### config.mk
export PLATFORM = sky130hd
export DESIGN_NAME = qspinor_xip_reader
export DESIGN_NICKNAME = d
export VERILOG_FILES = /design/src/common/qspinor_pkg.sv /design/src/qspinor_io/qspinor_io.sv /design/src/qspinor_read/qspinor_read_ctrl.sv /design/src/source/qspinor_xip_reader.sv
export SDC_FILE = /design/constraint.sdc
export NUM_CORES = 1
export LEC_CHECK = 0
export BUFFER_PORTS_ARGS = -buffer_cell sky130_fd_sc_hd__buf_2
export CORE_ASPECT_RATIO = 1.5
export CORE_UTILIZATION = 59
export CTS_BUF_LIST = sky130_fd_sc_hd__clkbuf_8
export DETAILED_ROUTE_END_ITERATION = 8
export PLACE_DENSITY = 0.88
export SYNTH_ARGS = -nofsm -noshare
export SYNTH_HDL_FRONTEND = slang
export SYNTH_SLANG_ARGS = --single-unit
export TNS_END_PERCENT = 20
### constraint.sdc
create_clock -name clk -period 7.9 [get_ports clk]
set_clock_uncertainty 0.15 [all_clocks]
set_input_delay 1.975 -clock clk [delete_from_list [all_inputs] [get_ports clk]]
set_output_delay 1.975 -clock clk [all_outputs]
set_load 0.02 [all_outputs]
### src/common/qspinor_pkg.sv
`default_nettype none

package qspinor_pkg;

    localparam int nor_va_width = 24;  // 3-byte addressing only
    localparam int bus_width    = 32;

    // lane width codes
    typedef logic [1:0] lane_width_t;

    localparam lane_width_t x1 = 2'd0;
    localparam lane_width_t x2 = 2'd1;
    localparam lane_width_t x4 = 2'd2;

    typedef enum logic [1:0] {
        acc_1b = 2'd0,
        acc_2b = 2'd1,
        acc_4b = 2'd2
    } bus_acc_t;

    // shift engine unit type
    typedef enum logic [1:0] {
        io_tx  = 2'd0,
        io_rx  = 2'd1,
        io_dmy = 2'd2
    } io_kind_t;

    localparam logic       sclk_idle       = 1'b0;     // spi mode 0
    localparam logic [3:0] dmy_out_pattern = 4'b0000;

    // flash config, same layout as NORCSR
    typedef struct packed {
        logic [7:0] cmd;
        logic [3:0] dmy_cnt;
        logic       dmy_dir;  // 1: master drives lanes during dummies
        logic [2:0] mode;     // 0-111 1-112 2-114 3-122 4-144 5-222 6-444
    } nor_cfg_t;

    typedef struct packed {
        logic [nor_va_width-1:0] addr;
        bus_acc_t                acc;
        logic                    w_rb;
        logic [bus_width-1:0]    wdata;
    } bus_req_t;

    typedef struct packed {
        io_kind_t    kind;
        lane_width_t width;
        logic [7:0]  txd;
        logic        dmy_dir;
    } io_req_t;

    typedef struct packed {
        io_kind_t   kind;
        logic [7:0] rxd;
    } io_resp_t;

endpackage

`default_nettype wire

### src/qspinor_io/qspinor_io.sv
`timescale 1ns/1ps
`default_nettype none

// lane shift engine, one byte or one dummy pulse per request
module qspinor_io (
    input  logic                  clk,
    input  logic                  rstn,

    input  qspinor_pkg::io_req_t  io_req,
    input  logic                  io_req_vld,
    output qspinor_pkg::io_resp_t io_resp,
    output logic                  io_done,

    output logic                  qspi_sclk,
    output logic [3:0]            qspi_dir,
    output logic [3:0]            qspi_mosi,
    input  logic [3:0]            qspi_miso
);

    logic                     busy;
    logic [3:0]               cnt;
    logic [3:0]               cnt_load;
    qspinor_pkg::io_kind_t    kind;
    qspinor_pkg::lane_width_t width;
    logic [7:0]               txd;
    logic                     dmy_dir;
    logic [7:0]               rxd;
    logic [3:0]               lane_en;
    logic [3:0]               tx_bits;

    // two cycles per bit group
    always_comb begin
        if (io_req.kind == qspinor_pkg::io_dmy) begin
            cnt_load = 4'd1;
        end else begin
            case (io_req.width)
                qspinor_pkg::x1: cnt_load = 4'd15;
                qspinor_pkg::x2: cnt_load = 4'd7;
                default:         cnt_load = 4'd3;
            endcase
        end
    end

    always_ff @(posedge clk) begin
        if (!rstn) begin
            busy <= 1'b0;
            cnt  <= 4'd0;
        end else if (io_req_vld) begin
            busy <= 1'b1;
            cnt  <= cnt_load;
        end else if (busy) begin
            if (cnt == 4'd0)
                busy <= 1'b0;
            else
                cnt <= cnt - 4'd1;
        end
    end

    always_ff @(posedge clk) begin
        if (io_req_vld) begin
            kind    <= io_req.kind;
            width   <= io_req.width;
            txd     <= io_req.txd;
            dmy_dir <= io_req.dmy_dir;
        end
    end

    assign io_done = busy && (cnt == 4'd0);

    always_comb begin
        case (width)
            qspinor_pkg::x1: begin
                lane_en = 4'b0001;
                tx_bits = {3'b000, txd[cnt[3:1]]};
            end
            qspinor_pkg::x2: begin
                lane_en = 4'b0011;
                tx_bits = {2'b00, txd[{cnt[2:1], 1'b0} +: 2]};
            end
            default: begin
                lane_en = 4'b1111;
                tx_bits = txd[{cnt[1], 2'b00} +: 4];
            end
        endcase
    end

    always_comb begin
        qspi_sclk = qspinor_pkg::sclk_idle;
        qspi_dir  = 4'b0000;  // all lanes input when idle
        qspi_mosi = 4'b0000;
        if (busy) begin
            qspi_sclk = ~cnt[0];  // low then high
            if (kind == qspinor_pkg::io_tx) begin
                qspi_dir  = lane_en;
                qspi_mosi = tx_bits;
            end else if (kind == qspinor_pkg::io_dmy && dmy_dir) begin
                qspi_dir  = lane_en;
                qspi_mosi = qspinor_pkg::dmy_out_pattern & lane_en;
            end
        end
    end

    // sample on rising sclk, msb first
    always_ff @(posedge clk) begin
        if (busy && kind == qspinor_pkg::io_rx && cnt[0]) begin
            case (width)
                qspinor_pkg::x1: rxd <= {rxd[6:0], qspi_miso[1]};  // x1 reads from io1
                qspinor_pkg::x2: rxd <= {rxd[5:0], qspi_miso[1:0]};
                default:         rxd <= {rxd[3:0], qspi_miso};
            endcase
        end
    end

    assign io_resp.kind = kind;
    assign io_resp.rxd  = rxd;

    a_req_when_free: assert property (@(posedge clk) disable iff (!rstn)
        io_req_vld |-> (!busy || io_done));

endmodule

`default_nettype wire

### src/qspinor_read/qspinor_read_ctrl.sv
`timescale 1ns/1ps
`default_nettype none

// bus read sequencer for the cmd / addr / dummy / data phases
module qspinor_read_ctrl (
    input  logic                              clk,
    input  logic                              rstn,

    input  qspinor_pkg::nor_cfg_t             cfg,
    input  qspinor_pkg::bus_req_t             bus,
    input  logic                              req,
    output logic [qspinor_pkg::bus_width-1:0] rdata,
    output logic                              resp,
    output logic                              fault,

    output logic                              qspi_csb,

    output qspinor_pkg::io_req_t              io_req,
    output logic                              io_req_vld,
    input  qspinor_pkg::io_resp_t             io_resp,
    input  logic                              io_done
);

    typedef enum logic [2:0] {
        st_idle, st_prep, st_cmd, st_addr, st_dmy, st_data
    } state_t;

    state_t                                state, next_state;
    logic [3:0]                            cnt, next_cnt;
    logic                                  invld;
    logic                                  accept;
    logic [qspinor_pkg::nor_va_width-1:0]  lat_addr;
    qspinor_pkg::bus_acc_t                 lat_acc;
    logic [3:0]                            last_idx;
    qspinor_pkg::lane_width_t              cmd_w, addr_w, data_w;

    assign invld = bus.w_rb
                || (bus.addr[0] && bus.acc != qspinor_pkg::acc_1b)
                || (bus.addr[1:0] == 2'd2 && bus.acc == qspinor_pkg::acc_4b);
    assign fault  = req && invld;
    assign accept = req && !invld && state == st_idle;

    always_ff @(posedge clk) begin
        if (accept) begin
            lat_addr <= bus.addr;
            lat_acc  <= bus.acc;
        end
    end

    always_comb begin
        case (lat_acc)
            qspinor_pkg::acc_4b: last_idx = 4'd3;
            qspinor_pkg::acc_2b: last_idx = 4'd1;
            default:             last_idx = 4'd0;
        endcase
    end

    // lane widths per phase
    always_comb begin
        cmd_w  = qspinor_pkg::x1;
        addr_w = qspinor_pkg::x1;
        data_w = qspinor_pkg::x1;
        case (cfg.mode)
            3'd1: data_w = qspinor_pkg::x2;
            3'd2: data_w = qspinor_pkg::x4;
            3'd3: begin
                addr_w = qspinor_pkg::x2;
                data_w = qspinor_pkg::x2;
            end
            3'd4: begin
                addr_w = qspinor_pkg::x4;
                data_w = qspinor_pkg::x4;
            end
            3'd5: begin
                cmd_w  = qspinor_pkg::x2;
                addr_w = qspinor_pkg::x2;
                data_w = qspinor_pkg::x2;
            end
            3'd6: begin
                cmd_w  = qspinor_pkg::x4;
                addr_w = qspinor_pkg::x4;
                data_w = qspinor_pkg::x4;
            end
            default: ;  // 7 falls back to 111
        endcase
    end

    always_ff @(posedge clk) begin
        if (!rstn) begin
            state <= st_idle;
            cnt   <= 4'd0;
        end else begin
            state <= next_state;
            cnt   <= next_cnt;
        end
    end

    always_comb begin
        next_state = state;
        next_cnt   = cnt;
        case (state)
            st_idle: begin
                if (accept)
                    next_state = st_prep;
            end
            st_prep: begin
                next_state = st_cmd;
                next_cnt   = 4'd0;
            end
            st_cmd: begin
                if (io_done) begin
                    next_state = st_addr;
                    next_cnt   = 4'd2;  // high address byte first
                end
            end
            st_addr: begin
                if (io_done) begin
                    if (cnt != 4'd0) begin
                        next_cnt = cnt - 4'd1;
                    end else if (cfg.dmy_cnt != 4'd0) begin
                        next_state = st_dmy;
                        next_cnt   = cfg.dmy_cnt;
                    end else begin
                        next_state = st_data;
                        next_cnt   = 4'd0;
                    end
                end
            end
            st_dmy: begin
                if (io_done) begin
                    if (cnt == 4'd1) begin
                        next_state = st_data;
                        next_cnt   = 4'd0;
                    end else begin
                        next_cnt = cnt - 4'd1;
                    end
                end
            end
            st_data: begin
                if (io_done) begin
                    if (cnt == last_idx)
                        next_state = st_idle;
                    else
                        next_cnt = cnt + 4'd1;  // byte index
                end
            end
            default: next_state = st_idle;
        endcase
    end

    // next unit goes out in the io_done cycle so units run back to back
    assign io_req_vld = (state == st_prep) || (io_done && next_state != st_idle);

    always_comb begin
        io_req.kind    = qspinor_pkg::io_tx;
        io_req.width   = cmd_w;
        io_req.txd     = cfg.cmd;
        io_req.dmy_dir = cfg.dmy_dir;
        case (next_state)
            st_addr: begin
                io_req.width = addr_w;
                io_req.txd   = lat_addr[{next_cnt[1:0], 3'b000} +: 8];
            end
            st_dmy: begin
                io_req.kind  = qspinor_pkg::io_dmy;
                io_req.width = addr_w;  // dummies run at address width
            end
            st_data: begin
                io_req.kind  = qspinor_pkg::io_rx;
                io_req.width = data_w;
            end
            default: ;
        endcase
    end

    assign qspi_csb = (state == st_idle);

    // little endian with unused lanes left at zero
    always_ff @(posedge clk) begin
        if (accept)
            rdata <= '0;
        else if (state == st_data && io_done && io_resp.kind == qspinor_pkg::io_rx)
            rdata[{cnt[1:0], 3'b000} +: 8] <= io_resp.rxd;
    end

    always_ff @(posedge clk) begin
        if (!rstn)
            resp <= 1'b0;
        else
            resp <= (state != st_idle) && (next_state == st_idle);
    end

    a_no_req_busy: assert property (@(posedge clk) disable iff (!rstn)
        (state != st_idle) |-> !req);

    a_no_done_idle: assert property (@(posedge clk) disable iff (!rstn)
        (state == st_idle) |-> !io_done);

endmodule

`default_nettype wire

### src/source/qspinor_xip_reader.sv
`timescale 1ns/1ps
`default_nettype none

// memory-mapped read path of the quad spi nor master
module qspinor_xip_reader (
    input  logic                              clk,
    input  logic                              rstn,

    input  qspinor_pkg::nor_cfg_t             cfg,   // hold stable during a read
    input  qspinor_pkg::bus_req_t             bus,
    input  logic                              req,
    output logic [qspinor_pkg::bus_width-1:0] rdata,
    output logic                              resp,
    output logic                              fault,

    output logic                              qspi_csb,
    output logic                              qspi_sclk,
    output logic [3:0]                        qspi_dir,
    output logic [3:0]                        qspi_mosi,
    input  logic [3:0]                        qspi_miso
);

    qspinor_pkg::io_req_t  io_req;
    logic                  io_req_vld;
    qspinor_pkg::io_resp_t io_resp;
    logic                  io_done;

    qspinor_read_ctrl i_qspinor_read_ctrl (
        .clk        (clk),
        .rstn       (rstn),
        .cfg        (cfg),
        .bus        (bus),
        .req        (req),
        .rdata      (rdata),
        .resp       (resp),
        .fault      (fault),
        .qspi_csb   (qspi_csb),
        .io_req     (io_req),
        .io_req_vld (io_req_vld),
        .io_resp    (io_resp),
        .io_done    (io_done)
    );

    qspinor_io i_qspinor_io (
        .clk        (clk),
        .rstn       (rstn),
        .io_req     (io_req),
        .io_req_vld (io_req_vld),
        .io_resp    (io_resp),
        .io_done    (io_done),
        .qspi_sclk  (qspi_sclk),
        .qspi_dir   (qspi_dir),
        .qspi_mosi  (qspi_mosi),
        .qspi_miso  (qspi_miso)
    );

endmodule

`default_nettype wire

==> out/results.tsv <==
stage	metric	value	unit
pwr	leakage	2.089	nW
yosys	synth_enable_flop_cells	47	
yosys	synth_commonest_cells	54 x nand2_1, 50 x a21oi_1, 47 x edfxtp_1	
global_route	grt_pass1_wl	17260	µm
clocking	clock-root-buffer	clkbuf_8	
final_layout	layout-drive-gt1-share	23.16	%
yosys	synth_largest_area_cell	edfxtp_1	
yosys	ys_seq_area_share	49.48	%
global_route	grt_use_met3	4.909	%
min_path	hold_depth	2	
yosys	synth_cells	476	
place	hpwl	7685	µm
yosys	synth.distinct_cells	67	
clocking	ctsResizeCount	0	
worst_setup_path	r2r_start	i_qspinor_read_ctrl.cnt[0]$_SDFF_PN0_	
worst_setup_path	r2r_cells	9	
yosys	syn_area_per_cell	9.818	µm²
yosys	ys_seq_elements	92	
outcome	outcome	completed	
final_layout	nNetsFinal	643	
timing	finalHoldViolations	0	
global_route	globalRoute.busiestLayer	met2	
floorplan	coreArea	7661	µm²
detailed_routing	wl_per_cell	16.14	µm
detailed_routing	first_pass_iters	5	
global_route	grt_pass1_vias	3770	
worst_setup_path	ff2ff_setup_slack	4.13	ns
global_route	antenna_found_initial	0	
detailed_routing	drt_wl_total	10640	µm
clocking	tritoncts	built	
place	place.gp.congestion	0.9333	
clocking	clock_path_buffers	2	
timing	rsz0062_at_grt	no	
timing	slew_viol_final	0	
timing	tightest_slew	1.065	ns
yosys	synth_top_area_share	30.20	%
timing	setup_viol	0	
clocking	worstSkewPairLatency	0.38	ns
worst_setup_path	r2r-end	i_qspinor_io.txd[5]$_DFFE_PP_	
yosys	synth.area.top_cells	edfxtp_1 30%, dfxtp_1 19%, a21oi_1 5.4%	
pwr	ir_worst_vdd	0.1745	mV
clocking	hold_buffers	0	
global_route	grtUsageMet1	28.71	%
worst_setup_path	cp-end-kind	output port	
detailed_routing	viasPerCell	5.979	
floorplan	ios	126	
clocking	postCtsSetupBuffers	0	
min_path	hp-class	reg2reg	
floorplan	die_h	111	µm
timing	final.min_clock_period	4.880	ns
global_route	grt.overflow.total	0	
clocking	cts_buffers	9	
clocking	clk_pin_slew	0.09	ns
global_route	gr-usage-all-layers	27.53	%
yosys	synth_ff_type	edfxtp_1	
detailed_routing	initialDrtViolationCount	270	
yosys	syn_area	4673	µm²
clocking	cts_htree_levels	3	
yosys	syn_nets	567	
detailed_routing	ant_nets	0	
detailed_routing	via_count	3940	
clocking	clock-sinks	92	
yosys	ys_async_sr_fraction	0	%
global_route	use_met2	49.73	%
worst_setup_path	worstPathMaxFanout	3	
final_layout	syn_to_final_growth	15.50	%
final_layout	diodes	0	
yosys	synth_most_common_cell	nand2_1	
floorplan	dieWidth	74.67	µm
final_layout	final_util	70.46	%
floorplan	dieArea	8288	µm²
detailed_routing	drc	0	
timing	fin_crit_sh	61.77	%
worst_setup_path	worstPathArrival	2.76	ns
timing	max_slew_margin	28.43	%
worst_setup_path	startpoint_type	input port	
final_layout	nFillCells	614	
timing	max_freq	204.9	MHz
timing	tns	0	ns
flow_run	maxCapViolations	0	
pwr	powerDensity	176.0	nW/µm²
worst_setup_path	cp.required	5.78	ns
place	portBuffers	93	
floorplan	rows	39	
global_route	grt_max_degree	34	
worst_setup_path	critical_path_class	in2out	
min_path	min_from	i_qspinor_read_ctrl.rdata[1]$_SDFFE_PP0P_	
yosys	yosys_warnings	0	
min_path	hold_path_end	i_qspinor_read_ctrl.rdata[1]$_SDFFE_PP0P_	
floorplan	initial_core_util	61.00	%
-- metal layers --
layer | wire length, µm | vias to the layer above
met4 | 419 | 0
met1 | 3912 | 1835
li1 | - | 1931
met2 | 5810 | 145
met5 | 0 | -
met3 | 494 | 29
-- sequential cells by signal, summed over array words and instances (netlist names) --
signal,flops
i_qspinor_io.busy,1
i_qspinor_io.rxd,8
i_qspinor_read_ctrl.state,3
i_qspinor_io.cnt,4
i_qspinor_io.kind,2
i_qspinor_read_ctrl.lat_acc,2
i_qspinor_read_ctrl.rdata,32
i_qspinor_io.txd,8
i_qspinor_io.width,2
i_qspinor_read_ctrl.resp,1
i_qspinor_read_ctrl.lat_addr,24
i_qspinor_io.dmy_dir,1
i_qspinor_read_ctrl.cnt,4
-- kinds of logic (layout without fill, tap and decap cells) --
family / Yosys count / after routing / synth area share (%)
compound gates: 123 / 123 / 17.99
flops: 92 / 92 / 49.48
fa+ha+maj: 9 / 9 / 2.410
simple gates: 179 / 179 / 19.92
xor+xnor: 3 / 3 / 0.5624
mux: 19 / 19 / 5.221
buf+inv: 51 / 132 / 4.417
-- critical path, stage by stage --
cell and delay (ns):
buf_2 0.10, nor2b_1 0.12, o22a_1 0.23, o21a_1 0.19, buf_2 0.15
-- worst max-delay path by stage --
stage | start | end | slack, ns | depth (start not counted)
2_1_floorplan | bus[36] | fault | 3.26 | 3
3_3_place_gp | bus[36] | fault | 3.02 | 5
3_5_place_dp | bus[36] | fault | 3.02 | 5
4_1_cts | bus[36] | fault | 3.02 | 5
5_1_grt | bus[36] | fault | 2.97 | 5
6_report | bus[36] | fault | 3.02 | 5
-- report_power, final --
group / internal [mW] / switching (mW) / total (mW)
Combinational: 0.0252 / 0.0336 / 0.0588
Sequential: 0.510 / 0.00614 / 0.517
Clock: 0.210 / 0.165 / 0.375
-- layout by cell type, fill, tap and decap left out, drive strengths merged, types with 4 or more instances in the layout --
| cell | synthesis | final |
|---|---|---|
| nor2b | 4 | 4 |
| nor3 | 14 | 14 |
| dfxtp | 45 | 45 |
| buf | 9 | 94 |
| mux2i | 12 | 12 |
| a31o | 8 | 8 |
| a2bb2oi | 8 | 8 |
| a21oi | 50 | 50 |
| nand2 | 54 | 54 |
| ha | 9 | 9 |
| inv | 22 | 24 |
| mux4 | 4 | 4 |
| nor4 | 4 | 4 |
| o41ai | 5 | 5 |
| o21a | 4 | 4 |
| nor3b | 6 | 6 |
| nand4 | 27 | 27 |
| nand3 | 21 | 21 |
| o21ai | 23 | 23 |
| nor2 | 25 | 25 |
| edfxtp | 47 | 47 |
| clkbuf | 20 | 9 |
-- stage by stage --
step | area (µm²) | total power [mW] | setup WS [ns] | hold WS [ns] | instances
6_report | 5398 | 0.9501 | 3.020 | 0.2989 | 659
5_1_grt | 5398 | 0.9769 | 2.970 | 0.3230 | 659
4_1_cts | 5398 | 0.9549 | 3.016 | 0.3041 | 659
3_5_place_dp | 5157 | 0.5854 | 3.021 | 0.2920 | 643
3_3_place_gp | 5157 | 0.5831 | 3.022 | 0.2864 | 643
2_1_floorplan | 4673 | 0.5607 | 3.259 | 0.3759 | 476
-- final cells by class --
| type | instances | area [µm²] | area share [%] |
|---|---|---|---|
| Clock buffer | 9 | 123.9 | 2.295 |
| Inverter | 22 | 82.58 | 1.530 |
| Multi-Input combinational cell | 333 | 2162 | 40.06 |
| Tap cell | 102 | 127.6 | 2.364 |
| Timing Repair Buffer | 94 | 473.0 | 8.762 |
| Sequential cell | 92 | 2312 | 42.84 |
| Clock inverter | 7 | 116.4 | 2.156 |
Note: power is estimated with default switching activity, not from simulation.
